[src/hdl/mem_pkg.sv]
`default_nettype none

package mem_pkg;

    localparam int ADDR_W = 16;
    localparam int DATA_W = 32;
    localparam int ID_W   = 8;

    typedef logic [ADDR_W-1:0] t_addr;
    typedef logic [DATA_W-1:0] t_data;
    typedef logic [ID_W-1:0]   t_id;

    // Origin of a packet entering the memory pipe
    typedef enum logic {
        LOAD,
        FILL
    } t_arb_type;

    // Pipe packet, qualified by a separate valid
    typedef struct packed {
        t_arb_type arb_type;
        t_id       id;      // load tag or fill entry index
        t_addr     addr;
        t_data     data;    // FILL only
    } t_mempipe_arb;

    // Decision at mm5, also the load response code
    typedef enum logic [1:0] {
        NONE,
        HIT,
        MISS,
        RETRY
    } t_mempipe_action;

    // Fields captured when a fill entry is allocated
    typedef struct packed {
        t_addr paddr;
        t_id   alloc_id;
    } t_flq_static;

    typedef enum logic [1:0] {
        FREE,
        FETCH,
        FILL_REQ
    } t_flq_state;

    typedef enum logic [1:0] {
        APB_IDLE,
        APB_SETUP,
        APB_ACCESS
    } t_apb_state;

    typedef struct packed {
        logic  psel;
        logic  penable;
        logic  pwrite;
        t_addr paddr;
    } t_apb_req;

    typedef struct packed {
        logic  pready;
        t_data prdata;
    } t_apb_rsp;

endpackage

`default_nettype wire

[src/hdl/pipe_arbiter.sv]
`default_nettype none
`timescale 1ns/1ps

module pipe_arbiter #(
    parameter int  NREQS = 2,
    parameter type T     = logic
) (
    input  wire logic             clk,
    input  wire logic             rst,
    input  wire logic [NREQS-1:0] req_valids,
    input  wire T                 req_pkts [NREQS],
    input  wire logic             ext_gnt,
    output logic      [NREQS-1:0] gnts,
    output logic                  ext_req_valid,
    output T                      ext_req_pkt
);

    logic [NREQS-1:0] sel;

    // Lowest requesting index wins
    always_comb begin
        sel = '0;
        for (int i = 0; i < NREQS; i++) begin
            if (req_valids[i] && ~|sel) begin
                sel[i] = 1'b1;
            end
        end
    end

    always_comb begin
        ext_req_pkt = req_pkts[0];
        for (int i = 0; i < NREQS; i++) begin
            if (sel[i]) begin
                ext_req_pkt = req_pkts[i];
            end
        end
    end

    assign ext_req_valid = |req_valids;
    assign gnts          = ext_gnt ? sel : '0;

    a_gnt_onehot: assert property (@(posedge clk) disable iff (rst)
        $onehot0(gnts) && ((gnts & ~req_valids) == '0));

endmodule

`default_nettype wire

[src/hdl/fillq_entry.sv]
`default_nettype none
`timescale 1ns/1ps

module fillq_entry #(
    parameter int FLQ_ENTRIES = 4
) (
    input  wire logic                           clk,
    input  wire logic                           rst,
    input  wire logic [$clog2(FLQ_ENTRIES)-1:0] id,
    input  wire logic                           alloc,
    input  wire mem_pkg::t_flq_static           alloc_static,
    input  wire logic                           pipe_gnt,
    input  wire logic                           apb_gnt,
    input  wire logic                           fetch_done,
    input  wire mem_pkg::t_data                 fetch_data,
    input  wire logic                           pipe_valid_mm5,
    input  wire mem_pkg::t_mempipe_arb          pipe_req_pkt_mm5,
    output logic                                valid,
    output mem_pkg::t_flq_static                e_static,
    output logic                                pipe_req,
    output mem_pkg::t_mempipe_arb               pipe_req_pkt,
    output logic                                apb_req
);

    import mem_pkg::*;

    t_flq_state state;
    logic       issued;     // request of the current state accepted
    t_data      line_data;
    logic       own_fill_mm5;

    assign own_fill_mm5 = pipe_valid_mm5 && pipe_req_pkt_mm5.arb_type == FILL &&
                          pipe_req_pkt_mm5.id == ID_W'(id);

    always_ff @(posedge clk) begin
        if (rst) begin
            state  <= FREE;
            issued <= 1'b0;
        end else begin
            case (state)
                FREE: begin
                    if (alloc) begin
                        state <= FETCH;
                    end
                end
                FETCH: begin
                    if (apb_gnt) begin
                        issued <= 1'b1;
                    end
                    if (fetch_done) begin
                        state  <= FILL_REQ;
                        issued <= 1'b0;
                    end
                end
                FILL_REQ: begin
                    if (pipe_gnt) begin
                        issued <= 1'b1;
                    end
                    // Free once our fill has written the array
                    if (issued && own_fill_mm5) begin
                        state  <= FREE;
                        issued <= 1'b0;
                    end
                end
                default: begin
                    state <= FREE;
                end
            endcase
        end
    end

    always_ff @(posedge clk) begin
        if (alloc) begin
            e_static <= alloc_static;
        end
        if (fetch_done && state == FETCH) begin
            line_data <= fetch_data;
        end
    end

    assign valid    = state != FREE;
    assign apb_req  = state == FETCH && !issued;
    assign pipe_req = state == FILL_REQ && !issued;

    always_comb begin
        pipe_req_pkt.arb_type = FILL;
        pipe_req_pkt.id       = ID_W'(id);
        pipe_req_pkt.addr     = e_static.paddr;
        pipe_req_pkt.data     = line_data;
    end

    a_alloc_free: assert property (@(posedge clk) disable iff (rst)
        alloc |-> state == FREE);

endmodule

`default_nettype wire

[src/hdl/fillq.sv]
`default_nettype none
`timescale 1ns/1ps

module fillq #(
    parameter int FLQ_ENTRIES = 4
) (
    input  wire logic                  clk,
    input  wire logic                  rst,
    input  wire logic                  flq_alloc_mm5,
    input  wire logic                  pipe_gnt_mm0,
    input  wire mem_pkg::t_mempipe_arb pipe_pkt_mm1,
    input  wire logic                  pipe_valid_mm5,
    input  wire mem_pkg::t_mempipe_arb pipe_req_pkt_mm5,
    input  wire logic                  fetch_gnt,
    input  wire logic                  fetch_done,
    input  wire mem_pkg::t_data        fetch_data,
    output logic                       pipe_req_mm0,
    output mem_pkg::t_mempipe_arb      pipe_req_pkt_mm0,
    output logic                       flq_addr_mat_mm2,
    output logic                       flq_full,
    output logic                       fetch_req,
    output mem_pkg::t_addr             fetch_pkt
);

    import mem_pkg::*;

    localparam int IDX_W = $clog2(FLQ_ENTRIES);

    logic [FLQ_ENTRIES-1:0] e_valid;
    logic [FLQ_ENTRIES-1:0] alloc_sel;
    logic [FLQ_ENTRIES-1:0] e_alloc;
    t_flq_static            alloc_static;
    t_flq_static            e_static [FLQ_ENTRIES];

    logic [FLQ_ENTRIES-1:0] e_pipe_req;
    logic [FLQ_ENTRIES-1:0] e_pipe_gnt;
    t_mempipe_arb           e_pipe_req_pkt [FLQ_ENTRIES];

    logic [FLQ_ENTRIES-1:0] e_apb_req;
    logic [FLQ_ENTRIES-1:0] e_apb_gnt;
    t_addr                  e_apb_pkt [FLQ_ENTRIES];
    logic [FLQ_ENTRIES-1:0] e_fetch_done;
    logic [IDX_W-1:0]       fetch_owner;

    logic [FLQ_ENTRIES-1:0] cam_mat_mm1;

    // Allocation goes to the first free entry
    always_comb begin
        alloc_sel = '0;
        for (int e = 0; e < FLQ_ENTRIES; e++) begin
            if (!e_valid[e] && ~|alloc_sel) begin
                alloc_sel[e] = 1'b1;
            end
        end
    end

    assign e_alloc               = flq_alloc_mm5 ? alloc_sel : '0;
    assign alloc_static.paddr    = pipe_req_pkt_mm5.addr;
    assign alloc_static.alloc_id = pipe_req_pkt_mm5.id;
    assign flq_full              = &e_valid;

    for (genvar e = 0; e < FLQ_ENTRIES; e++) begin : g_entries
        fillq_entry #(
            .FLQ_ENTRIES(FLQ_ENTRIES)
        ) entry (
            .clk,
            .rst,
            .id               (IDX_W'(e)),
            .alloc            (e_alloc[e]),
            .alloc_static,
            .pipe_gnt         (e_pipe_gnt[e]),
            .apb_gnt          (e_apb_gnt[e]),
            .fetch_done       (e_fetch_done[e]),
            .fetch_data,
            .pipe_valid_mm5,
            .pipe_req_pkt_mm5,
            .valid            (e_valid[e]),
            .e_static         (e_static[e]),
            .pipe_req         (e_pipe_req[e]),
            .pipe_req_pkt     (e_pipe_req_pkt[e]),
            .apb_req          (e_apb_req[e])
        );

        assign e_apb_pkt[e]    = e_static[e].paddr;
        assign e_fetch_done[e] = fetch_done && fetch_owner == IDX_W'(e);

        // Full line address match against pending entries
        assign cam_mat_mm1[e] = e_valid[e] && e_static[e].paddr == pipe_pkt_mm1.addr;

        a_alloc_unique: assert property (@(posedge clk) disable iff (rst)
            flq_alloc_mm5 && e_valid[e] |-> alloc_static.paddr != e_static[e].paddr);
    end

    always_ff @(posedge clk) begin
        flq_addr_mat_mm2 <= |cam_mat_mm1;
    end

    pipe_arbiter #(
        .NREQS(FLQ_ENTRIES),
        .T    (t_mempipe_arb)
    ) pipe_arb (
        .clk,
        .rst,
        .req_valids   (e_pipe_req),
        .req_pkts     (e_pipe_req_pkt),
        .ext_gnt      (pipe_gnt_mm0),
        .gnts         (e_pipe_gnt),
        .ext_req_valid(pipe_req_mm0),
        .ext_req_pkt  (pipe_req_pkt_mm0)
    );

    pipe_arbiter #(
        .NREQS(FLQ_ENTRIES),
        .T    (t_addr)
    ) apb_arb (
        .clk,
        .rst,
        .req_valids   (e_apb_req),
        .req_pkts     (e_apb_pkt),
        .ext_gnt      (fetch_gnt),
        .gnts         (e_apb_gnt),
        .ext_req_valid(fetch_req),
        .ext_req_pkt  (fetch_pkt)
    );

    // Only one fetch is outstanding, so one owner register routes fetch_done
    always_ff @(posedge clk) begin
        if (rst) begin
            fetch_owner <= '0;
        end else if (fetch_gnt) begin
            for (int e = 0; e < FLQ_ENTRIES; e++) begin
                if (e_apb_gnt[e]) begin
                    fetch_owner <= IDX_W'(e);
                end
            end
        end
    end

endmodule

`default_nettype wire

[src/hdl/apb_fill_master.sv]
`default_nettype none
`timescale 1ns/1ps

module apb_fill_master (
    input  wire logic             clk,
    input  wire logic             rst,
    input  wire logic             fetch_req,
    input  wire mem_pkg::t_addr   fetch_pkt,
    input  wire mem_pkg::t_apb_rsp apb_rsp,
    output logic                  fetch_gnt,
    output logic                  fetch_done,
    output mem_pkg::t_data        fetch_data,
    output mem_pkg::t_apb_req     apb_req
);

    import mem_pkg::*;

    t_apb_state state;
    t_addr      paddr_q;

    // Accept a new fetch only when the bus is idle
    assign fetch_gnt = state == APB_IDLE && fetch_req;

    always_ff @(posedge clk) begin
        if (rst) begin
            state <= APB_IDLE;
        end else begin
            case (state)
                APB_IDLE: begin
                    if (fetch_gnt) begin
                        state <= APB_SETUP;
                    end
                end
                APB_SETUP: begin
                    state <= APB_ACCESS;
                end
                APB_ACCESS: begin
                    if (apb_rsp.pready) begin
                        state <= APB_IDLE;
                    end
                end
                default: begin
                    state <= APB_IDLE;
                end
            endcase
        end
    end

    always_ff @(posedge clk) begin
        if (fetch_gnt) begin
            paddr_q <= fetch_pkt;
        end
    end

    assign fetch_done = state == APB_ACCESS && apb_rsp.pready;
    assign fetch_data = apb_rsp.prdata;

    always_comb begin
        apb_req.psel    = state != APB_IDLE;
        apb_req.penable = state == APB_ACCESS;
        apb_req.pwrite  = 1'b0;
        apb_req.paddr   = paddr_q;
    end

    // Access phase needs a setup cycle first
    a_penable_after_setup: assert property (@(posedge clk) disable iff (rst)
        $rose(apb_req.penable) |-> $past(apb_req.psel) && !$past(apb_req.penable));

endmodule

`default_nettype wire

[src/hdl/mem_pipe.sv]
`default_nettype none
`timescale 1ns/1ps

module mem_pipe #(
    parameter int NUM_SETS = 16
) (
    input  wire logic                  clk,
    input  wire logic                  rst,
    input  wire logic                  load_req,
    input  wire mem_pkg::t_mempipe_arb load_req_pkt,
    input  wire logic                  flq_req,
    input  wire mem_pkg::t_mempipe_arb flq_req_pkt,
    input  wire logic                  flq_addr_mat_mm2,
    input  wire logic                  flq_full,
    output logic                       load_gnt,
    output logic                       flq_gnt,
    output mem_pkg::t_mempipe_arb      pipe_pkt_mm1,
    output logic                       pipe_valid_mm5,
    output mem_pkg::t_mempipe_arb      pipe_req_pkt_mm5,
    output mem_pkg::t_mempipe_action   pipe_action_mm5,
    output logic                       flq_alloc_mm5,
    output logic                       load_resp_valid,
    output mem_pkg::t_id               load_resp_id,
    output mem_pkg::t_mempipe_action   load_resp_action,
    output mem_pkg::t_data             load_resp_data
);

    import mem_pkg::*;

    localparam int SET_W = $clog2(NUM_SETS);
    localparam int TAG_W = ADDR_W - 2 - SET_W;

    logic [1:0]          arb_valids;
    t_mempipe_arb        arb_pkts [2];
    logic [1:0]          arb_gnts;
    logic                valid_mm0;
    t_mempipe_arb        pkt_mm0;
    logic [5:1]          valid_q;
    t_mempipe_arb        pkt_q [1:5];

    logic [NUM_SETS-1:0] arr_valid;
    logic [TAG_W-1:0]    arr_tag [NUM_SETS];
    t_data               arr_data [NUM_SETS];
    logic [SET_W-1:0]    set_mm1;
    logic [SET_W-1:0]    set_mm5;
    logic [5:2]          hit_q;
    t_data               data_q [2:5];
    logic [5:3]          mat_q;

    logic [3:0]          hist_valid;
    t_addr               hist_addr [4];
    logic                hist_mat_mm5;
    logic                fill_mm5;
    t_mempipe_action     action_mm5;

    // Fill queue at index 0 always beats the load port
    assign arb_valids  = {load_req, flq_req};
    assign arb_pkts[0] = flq_req_pkt;
    assign arb_pkts[1] = load_req_pkt;

    pipe_arbiter #(
        .NREQS(2),
        .T    (t_mempipe_arb)
    ) pipe_arb (
        .clk,
        .rst,
        .req_valids   (arb_valids),
        .req_pkts     (arb_pkts),
        .ext_gnt      (1'b1),
        .gnts         (arb_gnts),
        .ext_req_valid(valid_mm0),
        .ext_req_pkt  (pkt_mm0)
    );

    assign flq_gnt  = arb_gnts[0];
    assign load_gnt = arb_gnts[1];

    // Pipe never stalls
    always_ff @(posedge clk) begin
        if (rst) begin
            valid_q <= '0;
        end else begin
            valid_q <= {valid_q[4:1], valid_mm0};
        end
    end

    always_ff @(posedge clk) begin
        pkt_q[1] <= pkt_mm0;
        for (int s = 2; s <= 5; s++) begin
            pkt_q[s] <= pkt_q[s-1];
        end
    end

    assign pipe_pkt_mm1 = pkt_q[1];
    assign set_mm1      = pkt_q[1].addr[2 +: SET_W];

    // Array lookup at mm1, result carried down to mm5
    always_ff @(posedge clk) begin
        hit_q[2]   <= arr_valid[set_mm1] &&
                      arr_tag[set_mm1] == pkt_q[1].addr[ADDR_W-1 -: TAG_W];
        data_q[2]  <= arr_data[set_mm1];
        hit_q[5:3] <= hit_q[4:2];
        for (int s = 3; s <= 5; s++) begin
            data_q[s] <= data_q[s-1];
        end
        mat_q <= {mat_q[4:3], flq_addr_mat_mm2};
    end

    assign fill_mm5 = valid_q[5] && pkt_q[5].arb_type == FILL;
    assign set_mm5  = pkt_q[5].addr[2 +: SET_W];

    always_ff @(posedge clk) begin
        if (rst) begin
            arr_valid <= '0;
        end else if (fill_mm5) begin
            arr_valid[set_mm5] <= 1'b1;
        end
    end

    always_ff @(posedge clk) begin
        if (fill_mm5) begin
            arr_tag[set_mm5]  <= pkt_q[5].addr[ADDR_W-1 -: TAG_W];
            arr_data[set_mm5] <= pkt_q[5].data;
        end
    end

    // Allocations too recent for the fill queue CAM to have seen
    always_ff @(posedge clk) begin
        if (rst) begin
            hist_valid <= '0;
        end else begin
            hist_valid <= {hist_valid[2:0], flq_alloc_mm5};
        end
    end

    always_ff @(posedge clk) begin
        hist_addr[0] <= pkt_q[5].addr;
        for (int i = 1; i < 4; i++) begin
            hist_addr[i] <= hist_addr[i-1];
        end
    end

    always_comb begin
        hist_mat_mm5 = 1'b0;
        for (int i = 0; i < 4; i++) begin
            if (hist_valid[i] && hist_addr[i] == pkt_q[5].addr) begin
                hist_mat_mm5 = 1'b1;
            end
        end
    end

    always_comb begin
        action_mm5 = NONE;
        if (valid_q[5] && pkt_q[5].arb_type == LOAD) begin
            if (hit_q[5]) begin
                action_mm5 = HIT;
            end else if (mat_q[5] || hist_mat_mm5 || flq_full) begin
                action_mm5 = RETRY;
            end else begin
                action_mm5 = MISS;
            end
        end
    end

    assign pipe_valid_mm5   = valid_q[5];
    assign pipe_req_pkt_mm5 = pkt_q[5];
    assign pipe_action_mm5  = action_mm5;
    assign flq_alloc_mm5    = action_mm5 == MISS;

    assign load_resp_valid  = valid_q[5] && pkt_q[5].arb_type == LOAD;
    assign load_resp_id     = pkt_q[5].id;
    assign load_resp_action = action_mm5;
    assign load_resp_data   = data_q[5];

    a_resp_latency: assert property (@(posedge clk) disable iff (rst)
        load_gnt |-> ##5 (load_resp_valid && load_resp_id == $past(load_req_pkt.id, 5)));

endmodule

`default_nettype wire

[src/hdl/mem_subsys_top.sv]
`default_nettype none
`timescale 1ns/1ps

module mem_subsys_top #(
    parameter int FLQ_ENTRIES = 4,
    parameter int NUM_SETS    = 16
) (
    input  wire logic                  clk,
    input  wire logic                  rst,
    input  wire logic                  load_req,
    input  wire mem_pkg::t_mempipe_arb load_req_pkt,
    input  wire mem_pkg::t_apb_rsp     apb_rsp,
    output logic                       load_gnt,
    output logic                       load_resp_valid,
    output mem_pkg::t_id               load_resp_id,
    output mem_pkg::t_mempipe_action   load_resp_action,
    output mem_pkg::t_data             load_resp_data,
    output mem_pkg::t_apb_req          apb_req
);

    import mem_pkg::*;

    logic         flq_req;
    t_mempipe_arb flq_req_pkt;
    logic         flq_gnt;
    t_mempipe_arb pipe_pkt_mm1;
    logic         flq_addr_mat_mm2;
    logic         flq_full;
    logic         pipe_valid_mm5;
    t_mempipe_arb pipe_req_pkt_mm5;
    logic         flq_alloc_mm5;
    logic         fetch_req;
    t_addr        fetch_pkt;
    logic         fetch_gnt;
    logic         fetch_done;
    t_data        fetch_data;

    mem_pipe #(
        .NUM_SETS(NUM_SETS)
    ) mem_pipe_i (
        .clk,
        .rst,
        .load_req,
        .load_req_pkt,
        .flq_req,
        .flq_req_pkt,
        .flq_addr_mat_mm2,
        .flq_full,
        .load_gnt,
        .flq_gnt,
        .pipe_pkt_mm1,
        .pipe_valid_mm5,
        .pipe_req_pkt_mm5,
        .pipe_action_mm5 (),
        .flq_alloc_mm5,
        .load_resp_valid,
        .load_resp_id,
        .load_resp_action,
        .load_resp_data
    );

    fillq #(
        .FLQ_ENTRIES(FLQ_ENTRIES)
    ) fillq_i (
        .clk,
        .rst,
        .flq_alloc_mm5,
        .pipe_gnt_mm0    (flq_gnt),
        .pipe_pkt_mm1,
        .pipe_valid_mm5,
        .pipe_req_pkt_mm5,
        .fetch_gnt,
        .fetch_done,
        .fetch_data,
        .pipe_req_mm0    (flq_req),
        .pipe_req_pkt_mm0(flq_req_pkt),
        .flq_addr_mat_mm2,
        .flq_full,
        .fetch_req,
        .fetch_pkt
    );

    apb_fill_master apb_fill_master_i (
        .clk,
        .rst,
        .fetch_req,
        .fetch_pkt,
        .apb_rsp,
        .fetch_gnt,
        .fetch_done,
        .fetch_data,
        .apb_req
    );

endmodule

`default_nettype wire

[config.mk]
export PLATFORM = sky130hd
export DESIGN_NAME = mem_subsys_top
export DESIGN_NICKNAME = d
export VERILOG_FILES = /design/src/hdl/mem_pkg.sv /design/src/hdl/pipe_arbiter.sv /design/src/hdl/fillq_entry.sv /design/src/hdl/fillq.sv /design/src/hdl/apb_fill_master.sv /design/src/hdl/mem_pipe.sv /design/src/hdl/mem_subsys_top.sv
export SDC_FILE = /design/constraint.sdc
export NUM_CORES = 1
export LEC_CHECK = 0
export BUFFER_PORTS_ARGS = -buffer_cell sky130_fd_sc_hd__buf_2
export CORE_ASPECT_RATIO = 1.25
export CORE_MARGIN = 4
export CORE_UTILIZATION = 55
export DETAILED_ROUTE_END_ITERATION = 8
export PLACE_DENSITY = 0.79
export SKIP_CTS_REPAIR_TIMING = 1
export SLEW_MARGIN = 15
export SYNTH_ARGS = -nofsm -noshare
export SYNTH_HDL_FRONTEND = slang
export SYNTH_SLANG_ARGS = --single-unit
[constraint.sdc]
create_clock -name clk -period 4.8 [get_ports clk]
set_clock_uncertainty 0.2 [all_clocks]
set_input_delay 0.72 -clock clk [delete_from_list [all_inputs] [get_ports clk]]
set_output_delay 0.72 -clock clk [all_outputs]
set_load 0.03 [all_outputs]
==> results.cfg, run 1 <==
[outcome]
outcome = finished clean

[logic_synthesis]
ys_async_sr_fraction = 0
syn_inst = 2591
synth_seq_cells = 1406
synth_top_family_by_area = multiplexers
synth_top_area_share = 0.5562
synth_ff_type = edfxtp_1
synth-seq-area-share = 0.7778
synth_mux_area_frac = 0.1136
syn_avg_cell_area_um2 = 18.34
synth-edff-count = 880
yosys_warnings = 0
synth_top_cell_by_area = edfxtp_1
synth-xor-area-share = 0.02655
synth.area.top_cells = edfxtp_1, dfxtp_1, mux4_2, mux2i_1, xor2_1
synth.distinct_cells = 59
syn_nets = 2684
synth_area_um2 = 47510
synth-compound-area-share = 0.02934
synthSimpleGateAreaFrac = 0.03479
synthAdderAreaFrac = 0

[timing]
slew_violations = 0
fmax_ghz = 0.2318
setup_ws_ns = 0.4860
slew_headroom = 0.2316
fin_crit_ns = 4.314
worst_pin_slew_ns = 1.150
setup_viol = 0
rsz0062_at_grt = no
fin_tns_setup_ns = 0
finalCritPeriodShare = 0.8987
hold_viol_final = 0

[layout]
drive_gt1_frac = 0.2243
mostFrequentLayoutCells = edfxtp_1, dfxtp_1, mux4_2
fill_cells = 5639
final_common_cell = edfxtp_1
syn_to_final_growth_pct = 13.32
stdcell_count = 4031
fin_nets = 2857
stdcell_area_um2 = 53840

[worst_setup_path]
crit_path_end_kind = output port
critPathRequiredTime_ns = 3.88
worstPathMaxFanout = 16
reg2reg_slack_ns = 1.37
crit_type = reg2out
critPathLaunchType = flop
crit_arrival_ns = 3.39

[drt]
viasPerCell = 5.827
ant_nets = 0
firstDrtPassIters = 7
drt-initial-drc-count = 2400
avgRoutedWirePerCell_um = 25.40
wl_um = 102400
vias = 23490
drcViolationCount = 0

[cts]
cts.sinks = 1406
clk_path_buf_depth = 3
cts.root.buffer_cell = clkbuf_16
cts_tree = yes
cts-buffers-inserted = 120
clk_pin_slew_ns = 0.07
worstSkewPairLatency_ns = 0.70
cts_htree_levels = 3

[grt]
grt_max_degree = 107
grt_use_total = 0.2238
grt_pass1_wl_um = 154200
globalRouteOverflowTotal = 0
antenna_found_initial = 3
grt_pass1_vias = 24550

[run]
maxCapViolCount = 0

[place]
gp_congestion = 0.8960
place_hpwl_um = 56980
io_buffers = 154
dp_slack_ns = 1.327
dp.cells = 3800
placed_area_um2 = 49590

[pwr]
ir_drop_v = 0.0003892
pwr_density_cell_nw_per_um2 = 450.0
leakage_nw = 18.43

[floorplan]
ios = 156
initial_core_util = 0.5542
dieWidth_um = 270.9
die_area_um2 = 91180
rows = 120
coreArea_um2 = 85730
fp.dieH_um = 336.6

[worst_hold_path]
hp-class = in2reg
synthesized netlist by cell type, drive strengths merged, types with 17 or more instances:
cell type,number
buf,94
nor2,134
edfxtp,880
a21oi,73
mux4,190
nand2,83
nor3,25
clkbuf,63
nand4,17
nor4,21
xor2,88
dfxtp,526
xnor2,56
mux2i,92
a211oi,52
nor2b,17
o21ai,70
final timing paths:
path | start | endpoint | cells after the start
setup / recovery | mem_pipe_i.pkt_q[0][322] | load_resp_action[0] | 7
hold / removal | load_req_pkt[50] | mem_pipe_i.pkt_q[0][107] | 2
setup reg to reg | mem_pipe_i.pkt_q[0][325] | fillq_i.g_entries[0].entry.e_static[22] | 7
hold reg to reg | mem_pipe_i.pkt_q[0][70] | mem_pipe_i.pkt_q[0][127] | 0
registers in the layout, summed over array words and instances, names as in the netlist, 4 cells and up:
signal,flops
mem_pipe_i.valid_q,5
fillq_i.g_entries.entry.issued,4
fillq_i.g_entries.entry.state,8
mem_pipe_i.hist_addr,64
apb_fill_master_i.paddr_q,16
mem_pipe_i.hist_valid,4
mem_pipe_i.arr_tag,160
fillq_i.g_entries.entry.e_static,64
fillq_i.g_entries.entry.line_data,128
mem_pipe_i.data_q,128
mem_pipe_i.pkt_q,285
mem_pipe_i.arr_valid,16
mem_pipe_i.hit_q,4
mem_pipe_i.arr_data,512
layer usage:
metal	up-vias	GRT usage	part of all wire
met5	-	0	0.00012
met4	2	0.07777	0.032
met3	228	0.03402	0.068
met2	1033	0.3979	0.52
met1	12060	0.2835	0.38
li1	10170	-	-
final cells by class:
| cell class | count | area (um^2) | share of cell area |
|---|---|---|---|
| Sequential cell | 1406 | 36970 | 0.6867 |
| Tap cell | 1159 | 1450 | 0.02694 |
| Clock inverter | 56 | 558.0 | 0.01037 |
| Clock buffer | 173 | 3676 | 0.06828 |
| Inverter | 6 | 22.52 | 0.0004183 |
| Multi-Input combinational cell | 1022 | 9882 | 0.1836 |
| Timing Repair Buffer | 208 | 1279 | 0.02375 |
| Antenna cell | 1 | 2.502 | 0.00004648 |
cells by family after synthesis:
logic type	after synthesis
flip-flops	1406
AO/OA/AOI/OAI	231
other	1
multiplexers	298
buffers and inverters	163
AND/OR/NAND/NOR	348
XOR/XNOR	144
metrics by stage:
stage            util  power [mW]  hold WS, ns
6_report       0.6280       24.23      0.01891
5_1_grt        0.6279       24.98      0.01146
4_1_cts        0.6278       24.38     -0.03461
3_5_place_dp   0.5784       14.42       0.1121
3_3_place_gp   0.5784       14.39       0.1101
2_1_floorplan       -       14.14       0.1096
worst max-delay path: stages, from the launching register on:
cell and delay (ns):
dfxtp_1 0.78, xnor2_1 0.20, nand4_1 0.13, or4_1 0.55, nor4_1 0.34, nor3_1 0.18
nor2_1 0.26, buf_2 0.25
report_power, final:
part	switching [mW]	internal, mW	total (mW)	leakage (nW)
sequential	0.263	13.1	13.4	12.3
clock	4.33	5.74	10.1	2.08
combinational	0.401	0.347	0.748	4.00
Power figures use the tool's default switching activity.
==> run 2, diff against run 1 <==
--- a/config.mk
+++ b/config.mk
@@ -10,7 +10,7 @@
 export CORE_MARGIN = 4
 export CORE_UTILIZATION = 55
 export DETAILED_ROUTE_END_ITERATION = 8
-export PLACE_DENSITY = 0.79
+export PLACE_DENSITY_LB_ADDON = 0.2
 export SKIP_CTS_REPAIR_TIMING = 1
 export SLEW_MARGIN = 15
 export SYNTH_ARGS = -nofsm -noshare
==> results.cfg, run 2 (same netlist as run 1, synthesis figures left out) <==
[worst_setup_path]
worst-path-buf-inv = 1
crit_arrival_ns = 3.22
crit_path_end_kind = output port
critPathRequiredTime_ns = 3.88
path_cells = xnor2_1, nand4_1, or4_1, nor4_1, nor3_1, nor2_1, buf_2
critical_path.slowest_cell = dfxtp_1
worstPathMaxFanout = 16
crit_type = reg2out
path_delay_family = simple AND/OR/NAND/NOR gates
critPathLaunchType = flop
critical-path-max-stage-delay_ns = 0.80

[cts]
cts-buffers-inserted = 132
cts_htree_levels = 4
cts_tree = yes
cts.root.buffer_cell = clkbuf_16
worstSkewPairLatency_ns = 0.72
cts.sinks = 1406
clk_path_buf_depth = 3
clk_pin_slew_ns = 0.06

[floorplan]
coreArea_um2 = 85730
dieWidth_um = 270.9
rows = 120
fp.dieH_um = 336.6
die_area_um2 = 91180
initial_core_util = 0.5542
ios = 156

[layout]
utilization = 0.6303
largest_register_ffs = 512
final_common_cell = edfxtp_1
fin_nets = 2882
syn_to_final_growth_pct = 13.74
drive_gt1_frac = 0.2185
stdcell_area_um2 = 54040
largest-register = mem_pipe_i.arr_data
top_regs = mem_pipe_i.arr_data x512, mem_pipe_i.pkt_q x285, mem_pipe_i.arr_tag x160
mostFrequentLayoutCells = edfxtp_1, dfxtp_1, mux4_2

[grt]
grt_pass1_wl_um = 148800
grt_use_total = 0.2195
grt_pass1_vias = 23830
globalRouteOverflowTotal = 0
grt_max_degree = 97
antenna_found_initial = 7

[timing]
finalCritPeriodShare = 0.8621
fin_crit_ns = 4.138
setup_viol = 0
fmax_ghz = 0.2417
worst_pin_slew_ns = 1.126
rsz0062_at_grt = no
fin_tns_setup_ns = 0
whs_ns = 0.01505
hold_viol_final = 0
setup_ws_ns = 0.6619
slew_violations = 0
slew_headroom = 0.2474

[pwr]
p_sw_frac = 0.2004
internal_power_mw = 19.45
leakage_nw = 18.49
ir_drop_v = 0.0003936
power_frac_seq = 0.551
p_clk_frac = 0.418
p_switching_mw = 4.875
pwr_density_cell_nw_per_um2 = 450.1
comb_power_share = 0.031

[place]
placed_area_um2 = 49620
place_hpwl_um = 55870
io_buffers = 154
dp_slack_ns = 1.369
gp_congestion = 0.8721

[drt]
firstDrtPassIters = 7
drcViolationCount = 0
vias = 22990
avgRoutedWirePerCell_um = 24.49
wl_um = 99270
ant_nets = 0
drt-initial-drc-count = 1759
viasPerCell = 5.673

[run]
maxCapViolCount = 0

[worst_hold_path]
hp-class = in2reg

[outcome]
outcome = finished clean
-- run 2: cell types whose count changed in the layout (fill, tap and decap cells not counted), sizes merged, moves of 2 or more --
cell	previous run	this run
dlygate4sd3	1	16
clkinv	35	30
buf	207	205
inv	13	10
bufinv	7	9
clkbuf	173	188
-- run 2: metal layers --
| layer | vias up | GRT usage | share of wire | wire length, um |
|---|---|---|---|---|
| li1 | 10210 | - | - | - |
| met1 | 11830 | 0.2929 | 0.41 | 40780 |
| met2 | 775 | 0.3705 | 0.50 | 49920 |
| met3 | 170 | 0.04413 | 0.063 | 6297 |
| met4 | 6 | 0.06631 | 0.023 | 2249 |
| met5 | - | 0 | 0.00029 | 29 |
-- run 2: final timing paths --
kind	endpoint	from	depth (start not counted)	slack, ns
hold / removal	mem_pipe_i.pkt_q[0][91]	load_req_pkt[34]	3	0.02
setup reg to reg	fillq_i.g_entries[0].entry.e_static[16]	mem_pipe_i.pkt_q[0][325]	6	1.29
setup / recovery	load_resp_action[0]	mem_pipe_i.pkt_q[0][322]	7	0.66
hold reg to reg	mem_pipe_i.pkt_q[0][214]	mem_pipe_i.pkt_q[0][157]	0	0.12
-- run 2: power by group through the flow --
stage                     Combinational (mW)  Sequential (mW)  Clock [mW]
final                                  0.761             13.4        10.2
after global routing                   0.813             13.4        10.9
after CTS                              0.760             13.4        10.4
after detailed placement               0.756             13.7           0
after global placement                 0.750             13.6           0
after floorplan                        0.607             13.5           0
-- run 2: metrics by stage --
step	power [mW]	cells
after floorplan	14.14	2591
after global placement	14.40	3798
after detailed placement	14.42	3798
after CTS	24.53	4035
after global routing	25.11	4051
final	24.32	4053
-- run 2: area by class of cell --
class	instances	area (um^2)
multi-input cells	1022	9898
well taps	1159	1450
flip-flops and latches	1406	36970
inverters	6	22.52
repair buffers	221	1439
clock buffers	188	3759
diodes	2	5.005
fillers	5972	31690
clock inverters	49	498.0
-- run 2: worst reg2reg max path, cell delays in order, from the launching register on --
cell and delay, ns:
dfxtp_1 0.93, xor2_1 0.24, nor4_1 0.11, nand4_1 0.11, o22ai_1 0.12, or4b_1 0.63, nor3_4 0.77
==> run 3, diff against run 2 <==
--- a/config.mk
+++ b/config.mk
@@ -10,9 +10,11 @@
 export CORE_MARGIN = 4
 export CORE_UTILIZATION = 55
 export DETAILED_ROUTE_END_ITERATION = 8
+export HOLD_SLACK_MARGIN = 0.05
 export PLACE_DENSITY_LB_ADDON = 0.2
 export SKIP_CTS_REPAIR_TIMING = 1
 export SLEW_MARGIN = 15
 export SYNTH_ARGS = -nofsm -noshare
 export SYNTH_HDL_FRONTEND = slang
 export SYNTH_SLANG_ARGS = --single-unit
+export TNS_END_PERCENT = 5
==> results.cfg, run 3 (same netlist as run 1, synthesis figures left out) <==
[pwr]
leakage_nw = 18.70
totalPowerFinal_mw = 24.36
ir_drop_v = 0.0003939
pwr_density_cell_nw_per_um2 = 446.6

[timing]
slew_violations = 0
worst_pin_slew_ns = 1.102
finalCritPeriodShare = 0.8600
whs_ns = 0.03595
fin_crit_ns = 4.128
setup_viol = 0
slew_headroom = 0.2635
hold_viol_final = 0
fmax_ghz = 0.2422
rsz0062_at_grt = no
fin_tns_setup_ns = 0

[grt]
grt_pass1_wl_um = 148800
grt_pass1_vias = 23830
grt_use_total = 0.2195
antenna_found_initial = 2
grt_max_degree = 97
globalRouteOverflowTotal = 0

[place]
place_hpwl_um = 55870
io_buffers = 154
gp_congestion = 0.8721

[drt]
drt-initial-drc-count = 1823
viasPerCell = 5.649
ant_nets = 0
avgRoutedWirePerCell_um = 24.21
vias = 23170
firstDrtPassIters = 7
wl_um = 99320
drcViolationCount = 0

[layout]
final_common_cell = edfxtp_1
syn_to_final_growth_pct = 14.79
top_regs = mem_pipe_i.arr_data x512, mem_pipe_i.pkt_q x285, mem_pipe_i.arr_tag x160
largest-register = mem_pipe_i.arr_data
fill_cells = 5911
fin_nets = 2932
mostFrequentLayoutCells = edfxtp_1, dfxtp_1, mux4_2
largest_register_ffs = 512
drive_gt1_frac = 0.2148

[cts]
cts_htree_levels = 4
clk_path_buf_depth = 3
cts.sinks = 1406
clk_pin_slew_ns = 0.06
cts.root.buffer_cell = clkbuf_16
cts_tree = yes
worstSkewPairLatency_ns = 0.72
cts-buffers-inserted = 132

[worst_hold_path]
whs_path_depth = 3
hp-class = in2reg

[worst_setup_path]
critical-path-max-stage-delay_ns = 0.80
r2r_cells = 6
path_cells = xnor2_1, nand4_1, or4_1, nor4_1, nor3_1, nor2_1, buf_2
critPathLaunchType = flop
worstPathMaxFanout = 16
critical_path.slowest_cell = dfxtp_1
crit_type = reg2out
crit_path_end_kind = output port
crit_arrival_ns = 3.21
critPathRequiredTime_ns = 3.88

[floorplan]
ios = 156
initial_core_util = 0.5542
fp.dieH_um = 336.6
dieWidth_um = 270.9
coreArea_um2 = 85730
rows = 120
die_area_um2 = 91180

[outcome]
outcome = finished clean

[run]
maxCapViolCount = 0
[run 3: cell count changes in the layout (fill, tap and decap cells not counted)]
cell / before / now
diode_2: 2 / 1
dlygate4sd3_1: 16 / 66
[run 3: critical path: cells and delay by family (launching register included)]
kind | cells | cell delay (ns)
DFF | 1 | 0.80
xor gates and xnor gates | 1 | 0.20
and+or+nand+nor | 5 | 1.28
buffers and inverters | 1 | 0.20
[run 3: final cells by class]
type,count,area [um^2],area share
antenna,1,2.502,0.00004588
clock buffer,188,3759,0.06892
clock inverter,49,498.0,0.009131
inverter,6,22.52,0.0004130
multi-input combinational,1022,9898,0.1815
sequential,1406,36970,0.6778
tap,1159,1450,0.02659
timing repair buffer,271,1939,0.03556
[run 3: path summary, 6_finish.rpt]
| kind | start | to | slack [ns] |
|---|---|---|---|
| max | mem_pipe_i.pkt_q[0][322] | load_resp_action[0] | 0.67 |
| min | load_req_pkt[41] | mem_pipe_i.pkt_q[0][98] | 0.04 |
| max reg2reg | mem_pipe_i.pkt_q[0][325] | fillq_i.g_entries[0].entry.e_static[16] | 1.30 |
| min reg2reg | mem_pipe_i.pkt_q[0][157] | mem_pipe_i.pkt_q[0][214] | 0.12 |
[run 3: metal layers]
layer | up-vias | part of all wire | GRT usage
met3 | 163 | 0.066 | 0.04413
met1 | 11890 | 0.41 | 0.2929
li1 | 10310 | - | -
met2 | 812 | 0.50 | 0.3705
met5 | - | 0.000070 | 0
met4 | 2 | 0.023 | 0.06631
[run 3: per-stage QoR]
| stage | utilization | cells | setup slack, ns | cell area (um^2) |
|---|---|---|---|---|
| after CTS | 0.6284 | 4035 | 0.5971 | 53870 |
| after global placement | 0.5788 | 3798 | 1.421 | 49620 |
| final | 0.6361 | 4102 | 0.6720 | 54540 |
| after detailed placement | 0.5788 | 3798 | 1.369 | 49620 |
| after floorplan | - | 2591 | 0.2059 | 47510 |
| after global routing | 0.6361 | 4101 | 0.4605 | 54530 |
[run 3: power breakdown]
group          total, mW  internal (mW)  switching [mW]
Clock               10.2           5.94            4.22
Combinational      0.795          0.382           0.413
Sequential          13.4           13.2           0.248
Total               24.4           19.5            4.88
